## config.mk

```make
export PLATFORM = sky130hd
export DESIGN_NAME = frame_ram
export DESIGN_NICKNAME = d
export VERILOG_FILES = /design/src/source/cap_pkg.sv /design/src/source/frame_ram.sv
export VERILOG_INCLUDE_DIRS = /design/src /design/src/source
export SDC_FILE = /design/constraint.sdc
export NUM_CORES = 2
export LEC_CHECK = 0
export ABC_AREA = 0
export BUFFER_PORTS_ARGS = -buffer_cell sky130_fd_sc_hd__buf_2
export CAP_MARGIN = 0
export CORE_MARGIN = 4
export CORE_UTILIZATION = 40
export DETAILED_ROUTE_END_ITERATION = 6
export GPL_ROUTABILITY_DRIVEN = 0
export GPL_TIMING_DRIVEN = 1
export PLACE_DENSITY = 0.59
export SLEW_MARGIN = 20
export SYNTH_ARGS = -nofsm -noshare
export SYNTH_HDL_FRONTEND = slang
export SYNTH_SLANG_ARGS = --single-unit
```

## constraint.sdc

```tcl
create_clock -name ui_clk_i -period 6.2 [get_ports ui_clk_i]
set_input_delay 0.62 -clock ui_clk_i [delete_from_list [all_inputs] [get_ports ui_clk_i]]
set_output_delay 0.62 -clock ui_clk_i [all_outputs]
set_load 0.01 [all_outputs]
```

## src/source/capture_params.svh

```systemverilog
`ifndef CAPTURE_PARAMS_SVH
`define CAPTURE_PARAMS_SVH

// Memory word and pixel widths
`define CAP_WORD_W        32
`define CAP_PIXEL_W       24

// Shared frame memory address width
`define CAP_ADDR_W        7

// Pixels per captured frame
`define CAP_FRAME_WORDS   16

// Region bases inside the frame memory
`define CAP_CAPTURE_BASE  0
`define CAP_SNAPSHOT_BASE 64

`endif

```

## src/source/cap_pkg.sv

```systemverilog
`default_nettype none

`include "capture_params.svh"

package cap_pkg;

    typedef logic [`CAP_WORD_W-1:0]  word_t;
    typedef logic [`CAP_PIXEL_W-1:0] pixel_t;
    typedef logic [`CAP_ADDR_W-1:0]  addr_t;

    // Wide enough to hold the full frame length
    typedef logic [$clog2(`CAP_FRAME_WORDS+1)-1:0] count_t;

    typedef struct packed {
        logic  req;
        logic  we;
        addr_t addr;
        word_t wdata;
    } mem_req_t;

    typedef struct packed {
        logic  rvalid;
        word_t rdata;
    } mem_rsp_t;

    typedef enum logic [1:0] {CAP_IDLE, CAP_ARMED, CAP_WRITING} capture_state_t;

    typedef enum logic [1:0] {COPY_IDLE, COPY_READ, COPY_WAIT, COPY_WRITE} copy_state_t;

endpackage

`default_nettype wire

```

## src/source/frame_ram.sv

```systemverilog
`default_nettype none

`include "capture_params.svh"

module frame_ram (
    input  wire logic              ui_clk_i,
    input  wire cap_pkg::mem_req_t req_i,
    output cap_pkg::word_t         rdata_o
);

    localparam int unsigned DEPTH = 1 << `CAP_ADDR_W;

    cap_pkg::word_t mem [0:DEPTH-1];

    always_ff @(posedge ui_clk_i) begin
        if (req_i.req && req_i.we) begin
            mem[req_i.addr] <= req_i.wdata;
        end
    end

    // Registered read, one cycle behind the request
    always_ff @(posedge ui_clk_i) begin
        rdata_o <= mem[req_i.addr];
    end

endmodule

`default_nettype wire

```

==> results.toml <==
[outcome]
status = "finished, violations left"
violations = "DRC"

[cts]
post_cts_buffers = 0
clock_sinks = 4128
cts-root-buf = "clkbuf_16"
path_clk_slew_ns = 0.06
tritoncts = "yes"
cts_buffers = 420
clockBufferDepth = 4
postCtsResizedCells = 0
clk_latency_ns = 0.99
ctsHoldBuffers = 0
h-tree-depth = 5

[detailed_routing]
num_vias = 96700
wirelength_um = 543000
dr.pass1.iters = 7
ant_nets = 0
drc = 2
drt_iter0_drc = 15100
vias_per_cell = 6.45
wl_per_cell_um = 36.2

[sta]
fin_skew_ns = 0.0566
setup_tns_ns = 0
report.final.slew_viol_count = 0
worst_slew_pin_slew_ns = 1.32
rsz0062_at_grt = "no"
finalHoldViolations = 0
setup_viol = 0
min_period_ns = 4.35
post-route-period-util_pct = 70.2
max_freq_mhz = 230
slew_headroom_pct = 12.3

[setup_path]
cp.buffers_inverters = 3
worst-path-max-fanout = 25
cpLargestDelayFamily = "buffers and inverters"
cp.arrival_ns = 5.27
crit_path_max_incr_delay_ns = 0.79
crit_chain = "buf_2 -> nor2b_1 -> buf_4 -> nand2_1 -> buf_12 -> o22ai_1 -> a21oi_1 -> a21oi_2 -> a221oi_1 -> nand2_1"
endpoint_kind = "register"
cp-start-kind = "input pin"
cp.required_ns = 7.12
cp_common_cell = "nand2_1"
path_class = "input pin to register"
crit_slowest_cell = "buf_2"

[power]
leakagePower_uw = 0.0558
ir_worst_vdd_mv = 0.249
finalPower_uw = 59300
switching_power_uw = 13600
power.internal_uw = 45700
power_frac_seq_pct = 52.1
clock_power_share_pct = 41.8
combPwrFrac_pct = 6.0
p_per_area_nw_per_um2 = 330
netSwitchingFraction_pct = 23.0

[floorplanning]
die_h_um = 635
num_rows = 229
coreArea_um2 = 390000
ios = 74
start_util_pct = 40.3
dieArea_um2 = 403000
die_x_um = 635

[yosys]
synth_ff_type = "edfxtp_1"
ys_seq_area_share_pct = 78.7
syn_area_um2 = 157000
synth_warnings = 0
syn_inst = 9134
synth_nets = 9176
yosysUniqueCellTypes = 64
ys_ff_latch = 4128
ys_async_sr_fraction_pct = 0
avgSynthCellArea_um2 = 17.2
synth_edf_count = 4096

[placement]
hpwl_um = 324000
port_buffers = 73
post_dp_cell_area_um2 = 166000

[layout]
layout-area-overhead-vs-synth_pct = 14.5
design_area_um2 = 180000
nNetsFinal = 9459
layout-drive-gt1-share_pct = 16.8
multiInputGateArea_um2 = 31300
fill_cells = 32800
regArea_um2 = 124000

[global_route]
grt_max_degree = 107
grt-ovfl-total = 0
antenna_found_initial = 51
grt_pass1_vias = 92300
grtUsageTotal_pct = 26.2
grt_first_pass_wirelength_um = 745000

[job]
max-cap-violations = 0

[hold_path]
worstHoldPathType = "input pin to register"
==> state kept, by name, indices dropped and copies added (netlist names) <==
name     count
mem       4096
rdata_o     32
==> power by group through the flow <==
stage               registers (uW)  logic (uW)  clock network, uW
floorplan                    31400        1530                  0
global placement             31500        3430                  0
detailed placement           31500        3470                  0
CTS                          30900        3480              25000
global route                 30900        3660              26200
finish                       30900        3580              24800
==> worst register-to-register path, cell delays in order, from the launching register on <==
cell and delay, ns:
edfxtp_1 0.39, mux2_2 0.28, a221oi_1 0.23, a21oi_1 0.06, o21ai_0 0.68, a31oi_1 0.35, nor3_1 0.87, buf_4 0.31
nand4_1 0.11
==> cell usage in the layout, fill, tap and decap left out, types with 32 or more instances in the layout <==
master / count
dfxtp_1: 32
edfxtp_1: 4096
o221ai_1: 33
o22ai_1: 176
nor3_1: 46
bufinv_16: 34
clkbuf_1: 75
a221oi_1: 915
buf_4: 460
nor2_1: 403
clkinv_1: 114
mux2i_1: 287
mux4_2: 38
a21oi_1: 564
buf_12: 53
mux2_2: 253
clkbuf_16: 422
a22oi_1: 337
nand2_1: 283
clkinv_2: 86
o211ai_1: 57
a211oi_1: 56
o21ai_0: 329
buf_2: 37
nor2_4: 131
a221o_1: 43
a31oi_1: 39
==> synthesized netlist by cell type (97+ instances only) <==
cell / instances / area share, %
a21oi_1: 566 / 1.8
o22ai_1: 177 / 0.71
a22oi_1: 337 / 1.6
nand2_1: 293 / 0.70
clkbuf_1: 284 / 0.68
a221oi_1: 915 / 5.1
buf_1: 97 / 0.23
edfxtp_1: 4096 / 78
nor2_1: 537 / 1.3
mux2i_1: 287 / 1.8
o21ai_0: 335 / 1.1
buf_2: 271 / 0.86
mux2_2: 253 / 1.8
==> logic make-up after synthesis <==
family,Yosys count,synth area share [%]
flip-flops,4128,78.7
AO/OA/AOI/OAI,2703,12.3
AND/OR/NAND/NOR,1006,2.67
buffers and inverters,711,2.08
multiplexers,586,4.26
==> worst paths after layout <==
path	startpoint	to	slack (ns)	cells after the start
worst min-delay path	req_i[2]	mem[35][2]	0.03	1
worst max-delay path	req_i[35]	rdata_o[31]	1.85	10
worst max register to register	mem[98][25]	rdata_o[25]	2.81	8
worst min register to register	mem[100][23]	rdata_o[23]	0.70	4
==> area by class of cell <==
type / count / share of cell area [%]
diodes: 29 / 0.0404
clock buffers: 504 / 6.08
clock inverters: 272 / 1.35
inverters: 3 / 0.0174
multi-input cells: 4295 / 17.4
flip-flops and latches: 4128 / 68.7
well taps: 5197 / 3.62
repair buffers: 569 / 2.74
==> through the flow <==
step                util, %  hold WS (ns)  std cells  setup WS (ns)
floorplan                 -         0.570       9134           2.07
global placement       42.7         0.692      14200          0.817
detailed placement     42.7         0.700      14200          0.883
CTS                    46.1      0.000376      15000           1.91
global route           46.1        0.0266      15000           2.14
finish                 46.1        0.0291      15000           1.85
==> metal layers <==
layer / routed length [um] / track usage, %
met1: 198000 / 34.7
met2: 242000 / 39.7
met3: 66900 / 6.64
met4: 36300 / 14.7
met5: 138 / 0
Power figures use the tool's default switching activity.
