==> src/source/capture_params.svh <==
`ifndef CAPTURE_PARAMS_SVH
`define CAPTURE_PARAMS_SVH

// Memory word and pixel widths
`define CAP_WORD_W        32
`define CAP_PIXEL_W       24

// Shared frame memory address width
`define CAP_ADDR_W        7

// Pixels per captured frame
`define CAP_FRAME_WORDS   16

// Region bases inside the frame memory
`define CAP_CAPTURE_BASE  0
`define CAP_SNAPSHOT_BASE 64

`endif

==> src/source/cap_pkg.sv <==
`default_nettype none

`include "capture_params.svh"

package cap_pkg;

    typedef logic [`CAP_WORD_W-1:0]  word_t;
    typedef logic [`CAP_PIXEL_W-1:0] pixel_t;
    typedef logic [`CAP_ADDR_W-1:0]  addr_t;

    // Wide enough to hold the full frame length
    typedef logic [$clog2(`CAP_FRAME_WORDS+1)-1:0] count_t;

    typedef struct packed {
        logic  req;
        logic  we;
        addr_t addr;
        word_t wdata;
    } mem_req_t;

    typedef struct packed {
        logic  rvalid;
        word_t rdata;
    } mem_rsp_t;

    typedef enum logic [1:0] {CAP_IDLE, CAP_ARMED, CAP_WRITING} capture_state_t;

    typedef enum logic [1:0] {COPY_IDLE, COPY_READ, COPY_WAIT, COPY_WRITE} copy_state_t;

endpackage

`default_nettype wire

==> src/source/readout_reader.sv <==
`default_nettype none

`include "capture_params.svh"

module readout_reader (
    input  wire logic              ui_clk_i,
    input  wire logic              rst_n_i,
    input  wire logic              kick_i,
    input  wire cap_pkg::count_t   read_addr_i,
    input  wire cap_pkg::count_t   read_num_i,
    input  wire logic              gnt_i,
    input  wire cap_pkg::mem_rsp_t rsp_i,
    output cap_pkg::mem_req_t      req_o,
    output logic                   readout_busy_o,
    output logic                   buf_we_o,
    output cap_pkg::word_t         buf_dout_o
);

    cap_pkg::count_t base_q;
    cap_pkg::count_t num_q;
    cap_pkg::count_t issued_q;
    cap_pkg::count_t returned_q;

    always_ff @(posedge ui_clk_i) begin
        if (!rst_n_i) begin
            readout_busy_o <= 1'b0;
            base_q         <= '0;
            num_q          <= '0;
            issued_q       <= '0;
            returned_q     <= '0;
        end else if (!readout_busy_o) begin
            // Kicks only land while idle
            if (kick_i) begin
                readout_busy_o <= (read_num_i != '0);
                base_q         <= read_addr_i;
                num_q          <= read_num_i;
                issued_q       <= '0;
                returned_q     <= '0;
            end
        end else begin
            if (gnt_i) begin
                issued_q <= issued_q + 1'b1;
            end
            if (rsp_i.rvalid) begin
                returned_q <= returned_q + 1'b1;
                if (returned_q == num_q - 1'b1) begin
                    readout_busy_o <= 1'b0;
                end
            end
        end
    end

    // Next read may go out while the previous one returns
    always_comb begin
        req_o.req   = readout_busy_o && (issued_q != num_q);
        req_o.we    = 1'b0;
        req_o.addr  = cap_pkg::addr_t'(`CAP_SNAPSHOT_BASE) + cap_pkg::addr_t'(base_q)
                    + cap_pkg::addr_t'(issued_q);
        req_o.wdata = '0;
    end

    assign buf_we_o   = rsp_i.rvalid;
    assign buf_dout_o = rsp_i.rdata;

endmodule

`default_nettype wire
==> config.mk <==
export PLATFORM = sky130hd
export DESIGN_NAME = readout_reader
export DESIGN_NICKNAME = d
export VERILOG_FILES = /design/src/source/cap_pkg.sv /design/src/source/readout_reader.sv
export VERILOG_INCLUDE_DIRS = /design/src /design/src/source
export SDC_FILE = /design/constraint.sdc
export NUM_CORES = 1
export LEC_CHECK = 0
export ABC_AREA = 0
export BUFFER_PORTS_ARGS = -buffer_cell sky130_fd_sc_hd__buf_2
export CORE_ASPECT_RATIO = 1.5
export CORE_UTILIZATION = 40
export CTS_CLUSTER_SIZE = 16
export DETAILED_ROUTE_END_ITERATION = 10
export PLACE_DENSITY = 0.75
export RECOVER_POWER = 25
export SYNTH_ARGS = -nofsm -noshare
export SYNTH_HDL_FRONTEND = slang
export SYNTH_SLANG_ARGS = --single-unit
==> constraint.sdc <==
create_clock -name ui_clk_i -period 1.8 [get_ports ui_clk_i]
set_input_delay 0.36 -clock ui_clk_i [delete_from_list [all_inputs] [get_ports ui_clk_i]]
set_output_delay 0.36 -clock ui_clk_i [all_outputs]
set_load 0.05 [all_outputs]
==> metrics.txt <==
status=finished with violations; failing checks=setup timing; sequential area share after synthesis=0.2385; Row Count=29; Final WS setup=-0.3021 ns; final setup fails=5; die width=56.21 um; gate count of the mapped netlist=221; Sw Share=0.3921; diode count=0; data arrival time of the critical path=1.74 ns; min cycle time layout=2.102 ns; H-Tree Depth=1; Yosys reg bits=21; Reg power frac=0.417; GRT overflow=0; initial antenna violation count=0; detail-routed via count per cell=4.798; clock sinks=21; # port buffers=23; R2R cell count=6; Logic pwr share=0.326; mean post-synth cell area=7.977 um2; Fin Hold WS=0.3183 ns; DR pass1 iterations=4; Power Density=676.8 nW/um2; Internal=743.3 uW; max-cap violations=0; Cells on Worst Hold Path=3; DRC violations left=0; Final GP Congestion=0.8402; die area=4682 um2; P_sw=479.4 uW; GRT Util Overall=0.1393; fin util=0.4256; Iter 0 DRT Violations=32; worst hold path class=in2reg; Final Hold Viols=0; CTS Hold Bufs=0; Reg clk slew, reported paths=0.08 ns; total vias in the final route=1,281; WS Path Type=reg2out; Root Buffer=clkbuf_8; largest net degree at the start of global routing=13; Pleak=0.0008721 uW; ys async rst share=0; I/O Pins=122; Max VDD drop=0.4065 mV; mapped cell area=1763 um2; Critical Path RT=1.44 ns; HPWL Detailed=2.412 mm; Slew Limit Fails=0; first-pass GRT wire length=5.099 mm; Clock Tree Buf Depth=2; number of synthesized flops with an enable pin=0; clk_lat worst skew=0.27 ns; power share of the clock group=0.257; Final nets=278; Netlist cell types=37; Max Fclk=475.7 MHz; vias in the first global route=1,146; Clock Skew=0.005746 ns; routed len/inst=11.88 um; CP Max Fanout=2; area grow syn2layout=2.484%; Top FF cell, synth=dfxtp_1; layout cells sized above 1=0.3122; Final Cycle Share=1.168; CP Capture Type=output port; die extent in y=83.31 um; Final Routed Wirelength=3.172 mm; Worst Setup Start Kind=flip-flop; RSZ-0062 raised after global routing=yes; Sum Neg Setup Slack=-1.062 ns; Post-DRT Antenna Nets=0; CTS buffer count=3; CTS tree=built; YS warnings=0; initial core utilization=0.4153; core area=4245 um2
[power groups by stage]
stage	clock network [uW]	logic [uW]	registers [uW]
CTS	319	400	510
global route	338	426	514
global placement	0	378	516
detailed placement	0	381	518
floorplan	0	564	518
finish	314	399	510
[registers in the layout, indices dropped and copies added (netlist names)]
name	count
base_q	5
issued_q	5
num_q	5
returned_q	5
readout_busy_o	1
[cell usage in the layout (no fill, tap or decap), types with 5 or more instances in the layout]
| master | instances |
|---|---|
| a21oi_1 | 17 |
| buf_2 | 17 |
| buf_4 | 11 |
| buf_6 | 7 |
| conb_1 | 34 |
| dfxtp_1 | 13 |
| dfxtp_2 | 7 |
| ha_1 | 7 |
| inv_1 | 5 |
| nand2_1 | 28 |
| nand3_1 | 6 |
| nor2_1 | 8 |
| xor2_1 | 5 |
[area by class of cell]
type	instances	area, um2
fill	427	2439
multi-input combinational	153	972.2
sequential	21	432.9
timing repair buffer	37	276.5
tap	46	57.56
clock buffer	4	45.04
inverter	6	22.52
[critical path, stage by stage (launching register included)]
cell and delay, ns:
dfxtp_2 0.34, ha_4 0.16, fa_2 0.37, a21oi_2 0.13
nor2_1 0.06, nor2_2 0.12, xnor2_2 0.13, buf_6 0.17
[metal layers]
layer | vias up | global-route usage | share of wire
met5 | - | 0 | 0
met4 | 0 | 0.1397 | 0.079
met3 | 28 | 0.02181 | 0.067
met2 | 51 | 0.2294 | 0.47
met1 | 577 | 0.1427 | 0.38
li1 | 625 | - | -
[synth_stat cells, types with 3 or more instances]
cell type | count | area (um2)
buf_4 | 68 | 510.5
nand2_1 | 28 | 105.1
dfxtp_1 | 21 | 420.4
a21oi_1 | 19 | 95.09
nor2_1 | 9 | 33.78
ha_1 | 8 | 100.1
xnor2_1 | 8 | 70.07
nand3_1 | 6 | 30.03
xor2_1 | 6 | 52.55
inv_1 | 5 | 18.77
nor3_1 | 4 | 20.02
buf_2 | 3 | 15.01
mux2_4 | 3 | 45.04
nor2_2 | 3 | 18.77
[cell families (layout without fill, tap and decap cells)]
group | Yosys count | in the layout | synth area share
compound gates | 33 | 33 | 0.1143
xor+xnor | 14 | 14 | 0.06955
fa+ha+maj | 9 | 9 | 0.06814
buf+inv | 79 | 47 | 0.3151
flops | 21 | 21 | 0.2385
mux | 5 | 5 | 0.03690
other cells | 2 | 34 | 0.004260
simple gates | 58 | 58 | 0.1533
[what timing repair did]
item	4_1_cts	5_1_grt
hold endpoints to repair	0	0
pin swaps	8	6
gates resized for setup	30	3
setup buffers	1	1
endpoints found under the setup margin	6	6
[final timing paths]
kind                                startpoint             end  slack (ns)
worst max register to register        num_q[0]  readout_busy_o        0.40
worst min-delay path            read_addr_i[0]       base_q[0]        0.32
worst max-delay path                 base_q[0]       req_o[36]       -0.30
worst min register to register       base_q[4]       base_q[4]        0.47
[metrics by stage]
stage	cells	instance area, um2	power (uW)	worst slack, ns
after global placement	261	1642	894.2	-0.2252
final	267	1807	1223	-0.3021
after CTS	266	1792	1229	-0.3371
after floorplan	253	1912	1081	-0.1614
after global routing	267	1807	1278	-0.3511
after detailed placement	261	1642	898.7	-0.2526
(Power assumes the default switching activity.)
