==> src/source/capture_params.svh <==
`ifndef CAPTURE_PARAMS_SVH
`define CAPTURE_PARAMS_SVH

// Memory word and pixel widths
`define CAP_WORD_W        32
`define CAP_PIXEL_W       24

// Shared frame memory address width
`define CAP_ADDR_W        7

// Pixels per captured frame
`define CAP_FRAME_WORDS   16

// Region bases inside the frame memory
`define CAP_CAPTURE_BASE  0
`define CAP_SNAPSHOT_BASE 64

`endif

==> src/source/cap_pkg.sv <==
`default_nettype none

`include "capture_params.svh"

package cap_pkg;

    typedef logic [`CAP_WORD_W-1:0]  word_t;
    typedef logic [`CAP_PIXEL_W-1:0] pixel_t;
    typedef logic [`CAP_ADDR_W-1:0]  addr_t;

    // Wide enough to hold the full frame length
    typedef logic [$clog2(`CAP_FRAME_WORDS+1)-1:0] count_t;

    typedef struct packed {
        logic  req;
        logic  we;
        addr_t addr;
        word_t wdata;
    } mem_req_t;

    typedef struct packed {
        logic  rvalid;
        word_t rdata;
    } mem_rsp_t;

    typedef enum logic [1:0] {CAP_IDLE, CAP_ARMED, CAP_WRITING} capture_state_t;

    typedef enum logic [1:0] {COPY_IDLE, COPY_READ, COPY_WAIT, COPY_WRITE} copy_state_t;

endpackage

`default_nettype wire

==> src/source/mem_arbiter.sv <==
`default_nettype none

module mem_arbiter (
    input  wire logic              ui_clk_i,
    input  wire logic              rst_n_i,
    input  wire cap_pkg::mem_req_t cap_req_i,
    input  wire cap_pkg::mem_req_t copy_req_i,
    input  wire cap_pkg::mem_req_t rd_req_i,
    output logic                   cap_gnt_o,
    output logic                   copy_gnt_o,
    output logic                   rd_gnt_o,
    output cap_pkg::mem_rsp_t      copy_rsp_o,
    output cap_pkg::mem_rsp_t      rd_rsp_o,
    output cap_pkg::mem_req_t      ram_req_o,
    input  wire cap_pkg::word_t    ram_rdata_i
);

    logic last_rd_q;
    logic copy_rd_q;
    logic rd_rd_q;

    // Capture first, then whichever of copy/readout waited longer
    always_comb begin
        cap_gnt_o  = cap_req_i.req;
        copy_gnt_o = !cap_req_i.req && copy_req_i.req && (!rd_req_i.req || last_rd_q);
        rd_gnt_o   = !cap_req_i.req && rd_req_i.req && (!copy_req_i.req || !last_rd_q);
    end

    always_comb begin
        if (cap_gnt_o) begin
            ram_req_o = cap_req_i;
        end else if (copy_gnt_o) begin
            ram_req_o = copy_req_i;
        end else if (rd_gnt_o) begin
            ram_req_o = rd_req_i;
        end else begin
            ram_req_o = '0;
        end
    end

    always_ff @(posedge ui_clk_i) begin
        if (!rst_n_i) begin
            last_rd_q <= 1'b0;
            copy_rd_q <= 1'b0;
            rd_rd_q   <= 1'b0;
        end else begin
            if (copy_gnt_o) begin
                last_rd_q <= 1'b0;
            end else if (rd_gnt_o) begin
                last_rd_q <= 1'b1;
            end
            // Read owner for the data coming back next cycle
            copy_rd_q <= copy_gnt_o && !copy_req_i.we;
            rd_rd_q   <= rd_gnt_o && !rd_req_i.we;
        end
    end

    always_comb begin
        copy_rsp_o.rvalid = copy_rd_q;
        copy_rsp_o.rdata  = ram_rdata_i;
        rd_rsp_o.rvalid   = rd_rd_q;
        rd_rsp_o.rdata    = ram_rdata_i;
    end

    a_one_grant: assert property (@(posedge ui_clk_i) disable iff (!rst_n_i)
        $onehot0({cap_gnt_o, copy_gnt_o, rd_gnt_o}));

    // Pixels have no back-pressure path
    a_cap_granted: assert property (@(posedge ui_clk_i) disable iff (!rst_n_i)
        cap_req_i.req |-> cap_gnt_o && (ram_req_o == cap_req_i));

endmodule

`default_nettype wire

==> config.mk <==
export PLATFORM = sky130hd
export DESIGN_NAME = mem_arbiter
export DESIGN_NICKNAME = d
export VERILOG_FILES = /design/src/source/cap_pkg.sv /design/src/source/mem_arbiter.sv
export VERILOG_INCLUDE_DIRS = /design/src /design/src/source
export SDC_FILE = /design/constraint.sdc
export NUM_CORES = 1
export LEC_CHECK = 0
export BUFFER_PORTS_ARGS = -buffer_cell sky130_fd_sc_hd__buf_2
export CAP_MARGIN = 0
export CORE_AREA = 2 2 105 107
export DETAILED_ROUTE_END_ITERATION = 8
export DIE_AREA = 0 0 107 109
export PLACE_DENSITY = 0.53
export SYNTH_ARGS = -nofsm -noshare
export SYNTH_HDL_FRONTEND = slang
export SYNTH_SLANG_ARGS = --single-unit
==> constraint.sdc <==
create_clock -name ui_clk_i -period 1.8 [get_ports ui_clk_i]
set_input_delay 0.27 -clock ui_clk_i [delete_from_list [all_inputs] [get_ports ui_clk_i]]
set_output_delay 0.27 -clock ui_clk_i [all_outputs]
set_load 0.01 [all_outputs]
==> results of run 1 <==
[Yosys cell counts]
cell type	count	share of area
a221o_1	40	0.28
nand2b_1	1	0.0044
and3b_1	2	0.012
and2_1	40	0.18
nor3b_1	1	0.0053
inv_1	1	0.0027
a21oi_2	1	0.0062
buf_6	4	0.032
nor2b_1	1	0.0044
a21oi_4	1	0.012
a21oi_1	1	0.0035
clkbuf_1	1	0.0027
nand2b_4	1	0.0098
or3_1	1	0.0044
dlygate4sd1_1	3	0.019
dfxtp_1	3	0.043
buf_4	71	0.38
[state kept, by name (all words and copies together), names as in the netlist]
register	cells
copy_rd_q	1
last_rd_q	1
rd_rd_q	1
[logic make-up after synthesis]
kind of cell,count (synthesis),share of synthesized area
AOI/OAI and AO/OA,43,0.305
buffers and inverters,80,0.434
DFF,3,0.0426
and+or+nand+nor,47,0.218
[metal layers]
metal,track usage,part of all wire,routed length (microns)
met1,0.0707,0.31,1650
met2,0.172,0.54,2870
met3,0.0221,0.10,552
met5,0,0,0
met4,0.0473,0.042,224
[final cells by class]
type                       instances  area [sq um]
fill                            1184          8640
sequential                         3          60.1
clock buffer                       4          45.0
multi-input combinational         90           746
inverter                           1          3.75
timing repair buffer             176           937
tap                              140           175
[through the flow]
stage | utilization | worst slack, ps | power [uW] | cells
floorplan | - | 525 | 442 | 173
global placement | 0.181 | 183 | 536 | 410
detailed placement | 0.181 | 169 | 542 | 410
CTS | 0.185 | 73.3 | 737 | 414
global route | 0.186 | 13.9 | 786 | 414
finish | 0.186 | 138 | 722 | 414
[worst max-delay path, stage by stage, from the launching register on]
cell and delay [ps]:
dfxtp_1 340, inv_1 110, a21oi_4 70, buf_12 160, a221o_1 350, buf_2 140
[where the power goes]
group,switching [uW],leakage [uW],total [uW],internal (uW)
logic,200,0.00101,460,259
registers,2.21,0.0000245,71.8,69.5
clock network,39.8,0.0000228,190,151
[final timing paths]
path | from | to | depth (start not counted)
max | last_rd_q$_SDFFE_PP0N_ | ram_req_o[23] | 5
min | rst_n_i | last_rd_q$_SDFFE_PP0N_ | 2
max reg2reg | last_rd_q$_SDFFE_PP0N_ | copy_rd_q$_SDFF_PN0_ | 4
min reg2reg | last_rd_q$_SDFFE_PP0N_ | last_rd_q$_SDFFE_PP0N_ | 2
[repair_timing]
action | 4_1_cts | 5_1_grt
setup endpoints to repair | 0 | 18
gates resized for setup | 0 | 1
buffers inserted | 0 | 0
==> summary.md, run 1 <==
| Metric | Value |
|---|---|
| Status | `completed` |
| Die Area | `0.0117 sq mm` |
| Seq cells post-synth | `3` |
| Synthesized instance count | `173` |
| CP arrival | `1390 ps` |
| Die Span X | `107 microns` |
| Average wire per standard cell | `12.8 microns` |
| GRT Overall Usage | `0.0832` |
| I/O Pins | `267` |
| Final Skew | `1.44 ps` |
| Initial antenna violation count | `0` |
| Clock Pin Slew Worst Setup and Hold Paths | `30 ps` |
| Clock buffer count from CTS | `3` |
| Hpwl dp | `4550 microns` |
| CP Class | `register to output pin` |
| Nets | `432` |
| Ant diodes | `0` |
| WHS | `304 ps` |
| Setup crit start kind | `register` |
| GPL Wtd Cong | `0.670` |
| R2R Setup Slk | `720 ps` |
| Placed cell area | `0.00192 sq mm` |
| CTS Root Cell | `clkbuf_8` |
| PortBufs | `170` |
| Avg Cell Area, Syn | `8.15 sq um` |
| First-pass GRT wire length | `7520 microns` |
| Distinct cells, synth | `17` |
| Layout cells sized above 1 | `0.664` |
| Max cap viols | `0` |
| Commonest cells after routing, fill and taps aside | `buf_2, and2_1, a221o_1` |
| Fin area | `0.00197 sq mm` |
| Core area | `0.0106 sq mm` |
| Vias in the first global route | `1578` |
| First DRT Iteration DRCs | `67` |
| Sequential share of the synthesized area | `0.0426` |
| Residual DRC | `0` |
| # hold bufs at CTS | `0` |
| Vias | `1612` |
| Pwr/cell area | `367 mW/mm^2` |
| Clk Latency, worst-skew pair | `210 ps` |
| Static Leakage | `0.00105 uW` |
| TritonCTS clock tree | `done` |
| Critical Path RT | `1530 ps` |
| WL final | `5300 microns` |
| Crit-path max FO | `24` |
| Slew margin rel. | `0.875` |
| Max VDD drop | `0.108 mV` |
| RSZ-0062 raised after global routing | `false` |
| Syn. warnings | `0` |
| Commonest non-fill, non-tap cell in the layout | `buf_2` |
| CTS max path bufs | `2` |
| Starting Density | `0.133` |
| Area delta synth->final | `39.5%` |
| Largest net degree at the start of global routing | `25` |
| Post-route minimum period | `1660 ps` |
| DRT Pass-1 Iters | `3` |
| Highest clock rate | `602 MHz` |
| Setup crit end kind | `output pin` |
| GR Overflow Total | `0` |
| Synth Cell Area | `0.00141 sq mm` |
| Syn Nets | `330` |
| # setup viols final | `0` |
| Worst-Margin Slew | `187 ps` |
| Die H | `109 microns` |
| Max-slew violations | `0` |
| Final TNS setup | `0 ps` |
| CTS sink cnt | `3` |
| Via/cell ratio | `3.89` |
| Hold Crit Class | `primary input to register` |
| Cell Rows | `38` |
| H-tree levels | `1` |
| Final Hold Fails | `0` |
| Final ANT Viol Nets | `0` |
| Final period utilization | `0.923` |
Note: power is estimated with default switching activity, not from simulation.
==> inputs of run 2 (changes only) <==
--- a/config.mk
+++ b/config.mk
@@ -12,6 +12,7 @@
 export DETAILED_ROUTE_END_ITERATION = 8
 export DIE_AREA = 0 0 107 109
 export PLACE_DENSITY = 0.53
+export RECOVER_POWER = 100
 export SYNTH_ARGS = -nofsm -noshare
 export SYNTH_HDL_FRONTEND = slang
 export SYNTH_SLANG_ARGS = --single-unit
==> run 2 against run 1 <==
Sequential share of layout area grew 0.057 points. Total power shrank 1.7%. Worst setup slack lost 17 ps. Clock skew is essentially flat. Largest cell class unchanged. Largest power group unchanged. Highest routed layer unchanged.
==> summary.md, run 2 (synthesized netlist as in run 1, its figures left out) <==
| Metric | Value |
|---|---|
| GPL Wtd Cong | `0.670 (unchanged)` |
| CTS max path bufs | `2 (unchanged)` |
| Crit-path max FO | `18 (-25%)` |
| Final ANT Viol Nets | `0 (unchanged)` |
| RSZ-0062 raised after global routing | `false` |
| R2R Setup Slk | `720 ps (about the same)` |
| Vias in the first global route | `1578 (unchanged)` |
| I/O Pins | `267 (unchanged)` |
| Static Leakage | `0.000966 uW (-8.4%)` |
| GR Overflow Total | `0 (unchanged)` |
| PortBufs | `170 (unchanged)` |
| Final TNS setup | `0 ps (unchanged)` |
| R2r worst-path depth | `4 (unchanged)` |
| Via/cell ratio | `3.91 (+0.31%)` |
| Commonest cells after routing, fill and taps aside | `buf_2, and2_1, a221o_1` |
| Hold Crit Class | `primary input to register` |
| TritonCTS clock tree | `done` |
| Initial antenna violation count | `0 (unchanged)` |
| Max-slew violations | `0 (unchanged)` |
| Max incr delay on CP | `400 ps (+50 ps)` |
| Core area | `0.0106 sq mm (unchanged)` |
| Critical Path RT | `1530 ps (about the same)` |
| CTS Root Cell | `clkbuf_8` |
| Setup crit start kind | `register` |
| Residual DRC | `0 (unchanged)` |
| Hpwl dp | `4550 microns (unchanged)` |
| Reg-to-Reg End | `copy_rd_q$_SDFF_PN0_` |
| Vias | `1617 (+0.31%)` |
| Hold Path End | `last_rd_q$_SDFFE_PP0N_` |
| Non-filler cells, final | `414 (unchanged)` |
| Fillers | `1204 (+1.7%)` |
| Placed cell area | `0.00192 sq mm (unchanged)` |
| DRT Pass-1 Iters | `3 (unchanged)` |
| Ant diodes | `0 (unchanged)` |
| Hold Crit Start | `rst_n_i` |
| Max cap viols | `0 (unchanged)` |
| Post-route minimum period | `1680 ps (+17.3 ps)` |
| Nets | `432 (unchanged)` |
| Sequential cell area | `60.1 sq um (unchanged)` |
| Commonest non-fill, non-tap cell in the layout | `buf_2` |
| Status | `completed` |
| Final period utilization | `0.933 (+0.00961)` |
| H-tree levels | `1 (unchanged)` |
| Max VDD drop | `0.106 mV (-2.1%)` |
| CP Cell Sequence | `inv_1 -> a21oi_4 -> buf_6 -> a221o_1 -> clkbuf_1` |
| GRT Overall Usage | `0.0832 (unchanged)` |
| CTS sink cnt | `3 (unchanged)` |
| Largest net degree at the start of global routing | `25 (unchanged)` |
| Layout cells sized above 1 | `0.566 (-0.0985)` |
| Multi-input gate area | `746 sq um (unchanged)` |
| Clock buffer count from CTS | `3 (unchanged)` |
| Clk Latency, worst-skew pair | `210 ps (about the same)` |
| WL final | `5320 microns (+0.25%)` |
| Area delta synth->final | `36.9%` |
| Final Skew | `1.53 ps (+0.0823 ps)` |
| Slowest-stage cell, CP | `dfxtp_1` |
| Slew margin rel. | `0.778 (-0.0976)` |
| # Post-CTS Setup Buffers | `0 (unchanged)` |
| CP arrival | `1410 ps (+20 ps)` |
| Worst-Margin Slew | `334 ps (+147 ps)` |
| Fin area | `0.00193 sq mm (-1.8%)` |
| # setup viols final | `0 (unchanged)` |
| Worst Hold Path Cells | `2 (unchanged)` |
| Highest clock rate | `595 MHz (-1.0%)` |
| Die Span X | `107 microns (unchanged)` |
| Largest registers | `copy_rd_q: 1 flops, last_rd_q: 1 flops, rd_rd_q: 1 flops` |
| Average wire per standard cell | `12.8 microns (+0.25%)` |
| Die Area | `0.0117 sq mm (unchanged)` |
| Setup crit end kind | `output pin` |
| WHS | `304 ps (-0.868 ps)` |
| Clock Pin Slew Worst Setup and Hold Paths | `30 ps (about the same)` |
| Final Util | `0.182 (-0.00342)` |
| First-pass GRT wire length | `7520 microns (unchanged)` |
| Pwr/cell area | `368 mW/mm^2 (+0.15%)` |
| # placed instances | `410 (unchanged)` |
| Cell Rows | `38 (unchanged)` |
| First DRT Iteration DRCs | `57 (-15%)` |
| Starting Density | `0.133 (unchanged)` |
| Worst reg2reg startpoint | `last_rd_q$_SDFFE_PP0N_` |
| Final Hold Fails | `0 (unchanged)` |
| CP Class | `register to output pin` |
| Die H | `109 microns (unchanged)` |
run 2: final cells by class:
type / count / share of cell area
timing repair buffer: 176 / 0.467
multi-input combinational: 90 / 0.386
tap: 140 / 0.0907
sequential: 3 / 0.0311
clock buffer: 4 / 0.0233
inverter: 1 / 0.00194
run 2: worst max-delay path: cells and delay by family, from the launching register on:
kind	cells	cell delay, ps
AO/OA/AOI/OAI	2	340
buffers and inverters	3	450
flip-flops	1	400
run 2: repair_timing:
item / CTS / global route
endpoints found under the setup margin: 0 / 18
resized for setup: 0 / 1
hold buffers: 0 / 0
run 2: routing by layer:
metal	vias up	wire length, microns	track usage
met5	-	0	0
met4	0	224	0.0473
met1	716	1660	0.0707
met3	24	550	0.0221
met2	110	2880	0.172
li1	767	-	-
run 2: power by group:
group | switching, uW | total, uW | internal [uW]
combinational | 203 | 448 | 245
sequential | 2.26 | 71.8 | 69.6
clock | 39.9 | 191 | 151
run 2: how the worst max path moves through the flow:
stage,start,to,slack (ps)
2_1_floorplan,last_rd_q$_SDFFE_PP0N_,ram_req_o[32],530
3_3_place_gp,cap_req_i[40],ram_req_o[20],180
3_5_place_dp,cap_req_i[40],ram_req_o[18],170
4_1_cts,last_rd_q$_SDFFE_PP0N_,ram_req_o[18],70
5_1_grt,last_rd_q$_SDFFE_PP0N_,ram_req_o[17],7
6_report,last_rd_q$_SDFFE_PP0N_,ram_req_o[18],120
run 2: per-stage QoR:
step | total power, uW | worst slack, ps
final | 710 | 120
after detailed placement | 542 | 169
after global placement | 536 | 183
after floorplan | 442 | 525
after CTS | 737 | 73.3
after global routing | 773 | 7.48
