--- src/source/capture_params.svh ---
`ifndef CAPTURE_PARAMS_SVH
`define CAPTURE_PARAMS_SVH

// Memory word and pixel widths
`define CAP_WORD_W        32
`define CAP_PIXEL_W       24

// Shared frame memory address width
`define CAP_ADDR_W        7

// Pixels per captured frame
`define CAP_FRAME_WORDS   16

// Region bases inside the frame memory
`define CAP_CAPTURE_BASE  0
`define CAP_SNAPSHOT_BASE 64

`endif

--- src/source/cap_pkg.sv ---
`default_nettype none

`include "capture_params.svh"

package cap_pkg;

    typedef logic [`CAP_WORD_W-1:0]  word_t;
    typedef logic [`CAP_PIXEL_W-1:0] pixel_t;
    typedef logic [`CAP_ADDR_W-1:0]  addr_t;

    // Wide enough to hold the full frame length
    typedef logic [$clog2(`CAP_FRAME_WORDS+1)-1:0] count_t;

    typedef struct packed {
        logic  req;
        logic  we;
        addr_t addr;
        word_t wdata;
    } mem_req_t;

    typedef struct packed {
        logic  rvalid;
        word_t rdata;
    } mem_rsp_t;

    typedef enum logic [1:0] {CAP_IDLE, CAP_ARMED, CAP_WRITING} capture_state_t;

    typedef enum logic [1:0] {COPY_IDLE, COPY_READ, COPY_WAIT, COPY_WRITE} copy_state_t;

endpackage

`default_nettype wire

--- src/source/frame_copy.sv ---
`default_nettype none

`include "capture_params.svh"

module frame_copy (
    input  wire logic              ui_clk_i,
    input  wire logic              rst_n_i,
    input  wire logic              capture_done_i,
    input  wire logic              readout_busy_i,
    input  wire logic              gnt_i,
    input  wire cap_pkg::mem_rsp_t rsp_i,
    output cap_pkg::mem_req_t      req_o,
    output logic                   snapshot_ready_o
);

    localparam cap_pkg::count_t LAST_WORD = cap_pkg::count_t'(`CAP_FRAME_WORDS - 1);

    cap_pkg::copy_state_t state_q;
    cap_pkg::count_t      idx_q;
    cap_pkg::word_t       word_q;
    logic                 pending_q;
    logic                 start;

    // Never touch the snapshot while it is being read out
    assign start = (state_q == cap_pkg::COPY_IDLE) && pending_q && !readout_busy_i;

    always_ff @(posedge ui_clk_i) begin
        if (!rst_n_i) begin
            state_q          <= cap_pkg::COPY_IDLE;
            idx_q            <= '0;
            pending_q        <= 1'b0;
            snapshot_ready_o <= 1'b0;
        end else begin
            if (capture_done_i) begin
                pending_q <= 1'b1;
            end else if (start) begin
                pending_q <= 1'b0;
            end
            case (state_q)
                cap_pkg::COPY_IDLE: begin
                    if (start) begin
                        state_q          <= cap_pkg::COPY_READ;
                        idx_q            <= '0;
                        snapshot_ready_o <= 1'b0;
                    end
                end
                cap_pkg::COPY_READ: begin
                    if (gnt_i) begin
                        state_q <= cap_pkg::COPY_WAIT;
                    end
                end
                cap_pkg::COPY_WAIT: begin
                    if (rsp_i.rvalid) begin
                        state_q <= cap_pkg::COPY_WRITE;
                    end
                end
                cap_pkg::COPY_WRITE: begin
                    if (gnt_i) begin
                        if (idx_q == LAST_WORD) begin
                            state_q          <= cap_pkg::COPY_IDLE;
                            snapshot_ready_o <= 1'b1;
                        end else begin
                            state_q <= cap_pkg::COPY_READ;
                            idx_q   <= idx_q + 1'b1;
                        end
                    end
                end
                default: state_q <= cap_pkg::COPY_IDLE;
            endcase
        end
    end

    // Holding register for the word in flight
    always_ff @(posedge ui_clk_i) begin
        if (state_q == cap_pkg::COPY_WAIT && rsp_i.rvalid) begin
            word_q <= rsp_i.rdata;
        end
    end

    always_comb begin
        req_o = '0;
        case (state_q)
            cap_pkg::COPY_READ: begin
                req_o.req  = 1'b1;
                req_o.addr = cap_pkg::addr_t'(`CAP_CAPTURE_BASE) + cap_pkg::addr_t'(idx_q);
            end
            cap_pkg::COPY_WRITE: begin
                req_o.req   = 1'b1;
                req_o.we    = 1'b1;
                req_o.addr  = cap_pkg::addr_t'(`CAP_SNAPSHOT_BASE) + cap_pkg::addr_t'(idx_q);
                req_o.wdata = word_q;
            end
            default: req_o = '0;
        endcase
    end

endmodule

`default_nettype wire

--- config.mk ---
export PLATFORM = sky130hd
export DESIGN_NAME = frame_copy
export DESIGN_NICKNAME = d
export VERILOG_FILES = /design/src/source/cap_pkg.sv /design/src/source/frame_copy.sv
export VERILOG_INCLUDE_DIRS = /design/src /design/src/source
export SDC_FILE = /design/constraint.sdc
export NUM_CORES = 1
export LEC_CHECK = 0
export ABC_AREA = 1
export BUFFER_PORTS_ARGS = -buffer_cell sky130_fd_sc_hd__buf_2
export CORE_ASPECT_RATIO = 1.75
export CORE_MARGIN = 3
export CORE_UTILIZATION = 47
export CTS_CLUSTER_DIAMETER = 100
export DETAILED_ROUTE_END_ITERATION = 8
export PLACE_DENSITY = 0.86
export RECOVER_POWER = 25
export SLEW_MARGIN = 10
export SYNTH_ARGS = -nofsm -noshare
export SYNTH_HDL_FRONTEND = slang
export SYNTH_SLANG_ARGS = --single-unit
export TNS_END_PERCENT = 20
--- constraint.sdc ---
create_clock -name ui_clk_i -period 2.3 [get_ports ui_clk_i]
set_input_delay 0.23 -clock ui_clk_i [delete_from_list [all_inputs] [get_ports ui_clk_i]]
set_output_delay 0.23 -clock ui_clk_i [all_outputs]
set_load 0.1 [all_outputs]
==> impl_summary.log, run 1 <==
[metrics] run status: complete, no violations
[metrics] Overflow after GRT: 0
[metrics] Via-to-Cell Ratio: 4.483
[metrics] layout net count: 329
[metrics] DIE AREA: 4844 um^2
[metrics] maximum single-stage delay on the critical path: 0.41 ns
[metrics] library cells used by synthesis: 24
[metrics] number of cells in the finished layout apart from fillers: 331
[metrics] slowest stage cell, crit path: dfxtp_1
[metrics] Top delay family on crit path: buffers and inverters
[metrics] Finish-stage setup viols: 0
[metrics] cell-internal power: 1.503 mW
[metrics] Sw Share: 42.10%
[metrics] DP Area: 2435 um^2
[metrics] number of levels in the clock H-tree: 2
[metrics] Setup crit end kind: output port
[metrics] TritonCTS clock tree: built
[metrics] sum of internal, switching and leakage power: 2.595 mW
[metrics] cell area after technology mapping: 1888 um^2
[metrics] post-synthesis net count: 247
[metrics] Worst Path Required: 2.07 ns
[metrics] post-cts repair resize count: 0
[metrics] clock latency at the later pin of the worst-skew pair: 0.29 ns
[metrics] mean instance size in the synthesized netlist: 9.347 um^2
[metrics] largest vdd supply drop: 1.004 mV
[metrics] number of vias after detailed routing: 1484
[metrics] die height: 89.85 um
[metrics] Post-Syn Instances: 202
[metrics] count of pins over their slew limit: 0
[metrics] Crit Path Class: flop to output port
[metrics] WL final: 3430 um
[metrics] largest net degree at the start of global routing: 42
[metrics] cell area after layout: 2541 um^2
[metrics] sequential group share of total power: 36.6%
[metrics] First-pass DRT Iterations: 4
[metrics] share of cells above drive strength 1: 35.79%
[metrics] iteration-0 DRC count of the detailed router: 27
[metrics] Synth warnings: 0
[metrics] number of inserted filler cells in the final layout: 303
[metrics] Arrival @ worst endpoint: 1.69 ns
[metrics] weighted congestion reported at the end of routability-driven placement: 0.8435
[metrics] per-cell routed wire length: 10.36 um
[metrics] area taken by multi-input logic gates: 536.8 um^2
[metrics] fin crit period: 1.918 ns
[metrics] post-route DRC violation count: 0
[metrics] total power divided by cell area: 1021 nW/um^2
[metrics] P_leak: 1.415 nW
[metrics] number of I/O pins: 80
[metrics] maximum fanout encountered on the critical timing path: 41
[metrics] critical-path cell list: ha_2, buf_12, nand2_1, inv_1, buf_2
[metrics] signed area change from the synthesized netlist to the final layout: 34.59%
[metrics] Clock Tree Root: clkbuf_8
[metrics] Routed Antenna Nets: 0
[metrics] pre-CTS setup slack: 0.6714 ns
[metrics] total CTS buffers: 5
[metrics] number of buffers inserted for hold repair after clock tree synthesis: 0
[metrics] count of max-cap constraint violations: 0
[metrics] Reg clk slew, reported paths: 0.08 ns
[metrics] post-route setup TNS: 0 ns
[metrics] deepest clock path buffer count: 2
[metrics] Detailed Place HPWL: 2765 um
[metrics] global-route wire length before repair: 5740 um
[metrics] final setup margin: 0.3815 ns
[metrics] number of port buffers: 78
[metrics] worst hold path type: input port to flop
[metrics] Worst Setup Start Kind: flop
[metrics] number of antenna violations at the first check in global routing: 0
[metrics] vias in the first global route: 1346
[metrics] sw power: 1.093 mW
[metrics] buffers plus inverters on the worst setup path: 3
[metrics] share of total power in the clock network: 20.8%
[metrics] number of hold violations in the final report: 0
[metrics] total clock sinks: 41
[metrics] Die Wd: 53.91 um
[metrics] area taken by flip-flops and latches: 1141 um^2
[metrics] flip-flop and latch count after synthesis: 41
[metrics] unrepaired setup endpoints after global routing: false
[metrics] number of placed instances with taps included: 323
[metrics] Tcrit/Tclk final: 83.41%
[metrics] effective utilization at floorplan: 50.52%
[metrics] setup fix buffers added after clock tree synthesis: 0
[metrics] antenna fix cells: 0
[metrics] GRT Total Usage: 16.14%
[metrics] core area: 3737 um^2
[metrics] Max Freq: 521.2 MHz
[metrics] post-route clock skew: 0.01400 ns
[metrics] number of rows created at floorplan: 29
[metrics] combinational share of power: 42.5%
[metrics] sequential element share of the synthesized area: 60.44%
## path summary, 6_finish.rpt
check	slack [ns]	cells past startpoint	startpoint	to
worst max-delay path	0.38	5	state_q[0]	req_o[20]
worst min-delay path	0.12	1	rsp_i[17]	word_q[17]
worst max register to register	0.72	12	idx_q[0]	idx_q[4]
worst min register to register	0.49	2	snapshot_ready_o	snapshot_ready_o
## final cells by class
class	instances	share of cell area [%]
Multi-Input combinational cell	106	21.12
Inverter	49	7.238
Sequential cell	41	44.90
Clock inverter	2	1.329
Clock buffer	6	2.856
Timing Repair Buffer	81	20.29
Tap cell	46	2.265
## layout by cell type, fill, tap and decap left out, types with 2 or more instances in the layout
master    synthesis  routed
a21oi_1           4       4
buf_12            0       7
buf_2             3      72
buf_4             2       2
clkbuf_8          0       5
dfxtp_1           9       9
edfxtp_1         32      32
ha_1              7       6
inv_1            48      48
nand2_1          59      59
nand2_4           2       2
nor2_1           21      16
nor2_2            1       6
nor2_4            2       2
## Yosys cell counts
cell	count	share of area (%)
nor2_2	1	0.33
nand2_2	1	0.33
buf_2	3	0.79
nand2_1	59	12
inv_1	48	9.5
nand2_4	2	1.2
conb_1	1	0.20
dfxtp_1	9	9.5
ha_1	7	4.6
o21ai_1	1	0.26
or2_2	1	0.33
nand3_2	1	0.53
buf_4	2	0.79
a21oi_1	4	1.1
o21ai_0	1	0.26
nor3b_1	1	0.40
buf_6	1	0.60
nand3_1	1	0.26
inv_2	1	0.20
edfxtp_1	32	51
nand4_1	1	0.33
nor2_1	21	4.2
o21bai_1	1	0.40
nor2_4	2	1.2
## kinds of logic after synthesis
kind of cell / after synthesis / synth area share [%]
other: 1 / 0.1986
AOI/OAI and AO/OA: 7 / 1.988
DFF: 41 / 60.44
and+or+nand+nor: 91 / 20.81
adders and majority gates: 7 / 4.639
buffers and inverters: 55 / 11.93
## metrics by stage
| stage | utilization (%) | hold WS (ns) |
|---|---|---|
| floorplan | - | 0.3289 |
| global route | 67.99 | 0.09475 |
| detailed placement | 65.15 | 0.4081 |
| global placement | 65.15 | 0.4062 |
| finish | 67.99 | 0.1179 |
| CTS | 67.99 | 0.1052 |
## sequential cells by signal, summed over array words and instances, names as in the netlist
register	cells
idx_q	5
pending_q	1
snapshot_ready_o	1
state_q	2
word_q	32
## power groups by stage
| stage | sequential (mW) | clock [mW] | combinational [mW] |
|---|---|---|---|
| finish | 0.951 | 0.540 | 1.10 |
| detailed placement | 0.969 | 0 | 1.11 |
| CTS | 0.952 | 0.557 | 1.12 |
| floorplan | 0.960 | 0 | 0.875 |
| global placement | 0.964 | 0 | 1.09 |
| global route | 0.959 | 0.597 | 1.20 |
## routing by layer
layer	vias to the layer above	GRT usage (%)	share of wire (%)
met4	0	8.316	2.8
met3	8	4.801	9.9
met1	655	15.60	31
met5	-	0	0
met2	57	28.54	56
li1	764	-	-
Note: power is estimated with default switching activity, not from simulation.
==> run 2, diff against run 1 <==
- CORE_UTILIZATION: 47 -> 43
- PLACE_DENSITY: 0.86 -> 0.83
- clock period: 2.3 -> 1.7 ns (I/O delays scaled with it)
==> impl_summary.log, run 2 (synthesis gave the netlist of run 1 again) <==
[metrics] run status: complete, no violations (unchanged)
[metrics] number of rows created at floorplan: 31 (was 29)
[metrics] maximum single-stage delay on the critical path: 0.38 ns (was 0.41 ns)
[metrics] clock latency at the later pin of the worst-skew pair: 0.28 ns (was 0.29 ns)
[metrics] count of max-cap constraint violations: 0 (unchanged)
[metrics] core area: 4189 um^2 (was 3737 um^2)
[metrics] number of buffers inserted for hold repair after clock tree synthesis: 0 (unchanged)
[metrics] Worst Setup Start Kind: flop (unchanged)
[metrics] leading cell type in the layout, fill and taps excluded: nand2_1 (was buf_2)
[metrics] leading cell types in the layout, fill and taps excluded: nand2_1, buf_12, buf_2, clkinvlp_4, edfxtp_1 (was buf_2, nand2_1, inv_1, edfxtp_1, nor2_1)
[metrics] total CTS buffers: 5 (unchanged)
[metrics] Top delay family on crit path: buffers and inverters (unchanged)
[metrics] critical-path cell list: inv_2, ha_4, nor2_4, buf_12, nor2_4, buf_12 (was ha_2, buf_12, nand2_1, inv_1, buf_2)
[metrics] buffers plus inverters on the worst setup path: 3 (unchanged)
[metrics] antenna fix cells: 0 (unchanged)
[metrics] registers with the most flip-flops: word_q x32, idx_q x5, state_q x2 (unchanged)
[metrics] global-route met1 utilization: 15.79% (was 15.60%)
[metrics] sw power: 1.641 mW (was 1.093 mW)
[metrics] Die Wd: 56.09 um (was 53.91 um)
[metrics] number of I/O pins: 80 (unchanged)
[metrics] die height: 93.66 um (was 89.85 um)
[metrics] Tcrit/Tclk final: 95.66%
[metrics] share of cells above drive strength 1: 50.87% (was 35.79%)
[metrics] maximum fanout encountered on the critical timing path: 4 (was 41)
[metrics] number of port buffers: 78 (unchanged)
[metrics] sum of internal, switching and leakage power: 3.842 mW (was 2.595 mW)
[metrics] share of total power in the clock network: 15.0% (was 20.8%)
[metrics] effective utilization at floorplan: 45.07% (was 50.52%)
[metrics] number of vias after detailed routing: 1563 (was 1484)
[metrics] largest vdd supply drop: 0.8728 mV (was 1.004 mV)
[metrics] total power divided by cell area: 1177 nW/um^2 (was 1021 nW/um^2)
[metrics] vias in the first global route: 1571 (was 1346)
[metrics] register with the most flip-flops: word_q (unchanged)
[metrics] global-route wire length before repair: 7031 um (was 5740 um)
[metrics] Setup crit end kind: output port (unchanged)
[metrics] DIE AREA: 5253 um^2 (was 4844 um^2)
[metrics] worst hold path type: input port to flop (unchanged)
[metrics] WL final: 4438 um (was 3430 um)
[metrics] Max Freq: 614.9 MHz
[metrics] number of hold violations in the final report: 0 (unchanged)
[metrics] Detailed Place HPWL: 3632 um (was 2765 um)
[metrics] pre-CTS setup slack: 0.1129 ns (was 0.6714 ns)
[metrics] unrepaired setup endpoints after global routing: false (unchanged)
[metrics] Sw Share: 42.70% (was 42.10%)
[metrics] post-route DRC violation count: 0 (unchanged)
[metrics] layout net count: 333 (was 329)
[metrics] Reg clk slew, reported paths: 0.07 ns (was 0.08 ns)
[metrics] per-cell routed wire length: 13.13 um (was 10.36 um)
[metrics] layer with the highest usage after global routing: met2 (unchanged)
[metrics] met2 track demand over resource: 36.13% (was 28.54%)
[metrics] Routed Antenna Nets: 0 (unchanged)
[metrics] Clock Tree Root: clkbuf_8 (unchanged)
[metrics] count of pins over their slew limit: 0 (unchanged)
[metrics] combinational share of power: 50.6% (was 42.5%)
[metrics] cell-internal power: 2.201 mW (was 1.503 mW)
[metrics] number of antenna violations at the first check in global routing: 0 (unchanged)
[metrics] TritonCTS clock tree: built (unchanged)
[metrics] post-route clock skew: 0.006420 ns (was 0.01400 ns)
[metrics] final setup margin: 0.07381 ns (was 0.3815 ns)
[metrics] slowest stage cell, crit path: dfxtp_4 (was dfxtp_1)
[metrics] weighted congestion reported at the end of routability-driven placement: 0.8319 (was 0.8435)
[metrics] number of levels in the clock H-tree: 2 (unchanged)
[metrics] Overflow after GRT: 0 (unchanged)
[metrics] Arrival @ worst endpoint: 1.46 ns (was 1.69 ns)
[metrics] P_leak: 1.199 nW (was 1.415 nW)
[metrics] largest net degree at the start of global routing: 23 (was 42)
[metrics] total clock sinks: 41 (unchanged)
[metrics] signed area change from the synthesized netlist to the final layout: 72.90% (was 34.59%)
[metrics] iteration-0 DRC count of the detailed router: 18 (was 27)
[metrics] Crit Path Class: flop to output port (unchanged)
[metrics] fin crit period: 1.626 ns
[metrics] GRT Total Usage: 17.77% (was 16.14%)
[metrics] sequential group share of total power: 34.3% (was 36.6%)
[metrics] Via-to-Cell Ratio: 4.624 (was 4.483)
[metrics] Worst Path Required: 1.53 ns (was 2.07 ns)
[metrics] Finish-stage setup viols: 0 (unchanged)
[metrics] First-pass DRT Iterations: 4 (unchanged)
[metrics] met3 layer usage reported by global route: 2.889% (was 4.801%)
[metrics] max FFs per register: 32 (unchanged)
[metrics] utilization after layout: 77.93% (was 67.99%)
[metrics] deepest clock path buffer count: 2 (unchanged)
## run 2: layout make-up
type | instances | area, um^2
fillers | 240 | 924.6
clock inverters | 1 | 5.005
flip-flops and latches | 41 | 1151
inverters | 49 | 307.8
repair buffers | 85 | 1069
multi-input cells | 106 | 594.3
well taps | 49 | 61.31
clock buffers | 7 | 76.32
## run 2: layer usage
layer  vias to the layer above  share of wire, %
li1                        776                 -
met5                         -                 0
met1                       717                31
met4                         0               3.4
met3                        11               5.1
met2                        59                60
## run 2: repair_timing
action / CTS / global route
endpoints found under the setup margin: 20 / 10
setup buffers: 2 / 0
pin swaps: 2 / 1
gates resized for setup: 1 / 7
## run 2: worst paths after layout
path                            cells past startpoint          endpoint  slack, ns        startpoint
worst max-delay path                                6         req_o[35]       0.07        state_q[1]
worst min-delay path                                1        word_q[31]       0.06         rsp_i[31]
worst max register to register                     11          idx_q[1]       0.14          idx_q[0]
worst min register to register                      2  snapshot_ready_o       0.49  snapshot_ready_o
## run 2: through the flow
step	hold slack, ns	area (um^2)	TNS (ns)	cells
after detailed placement	0.3481	3133	0	328
after floorplan	0.2689	2072	-0.06540	202
after global routing	0.03656	3264	0	338
after CTS	0.04866	3244	0	338
after global placement	0.3474	3133	0	328
final	0.05953	3264	0	338
## run 2: power groups by stage
stage | logic [mW] | registers [mW] | clock network, mW
final | 1.94 | 1.32 | 0.578
after global routing | 2.06 | 1.33 | 0.642
after CTS | 1.94 | 1.30 | 0.600
after detailed placement | 1.87 | 1.32 | 0
after global placement | 1.83 | 1.31 | 0
after floorplan | 1.29 | 1.31 | 0
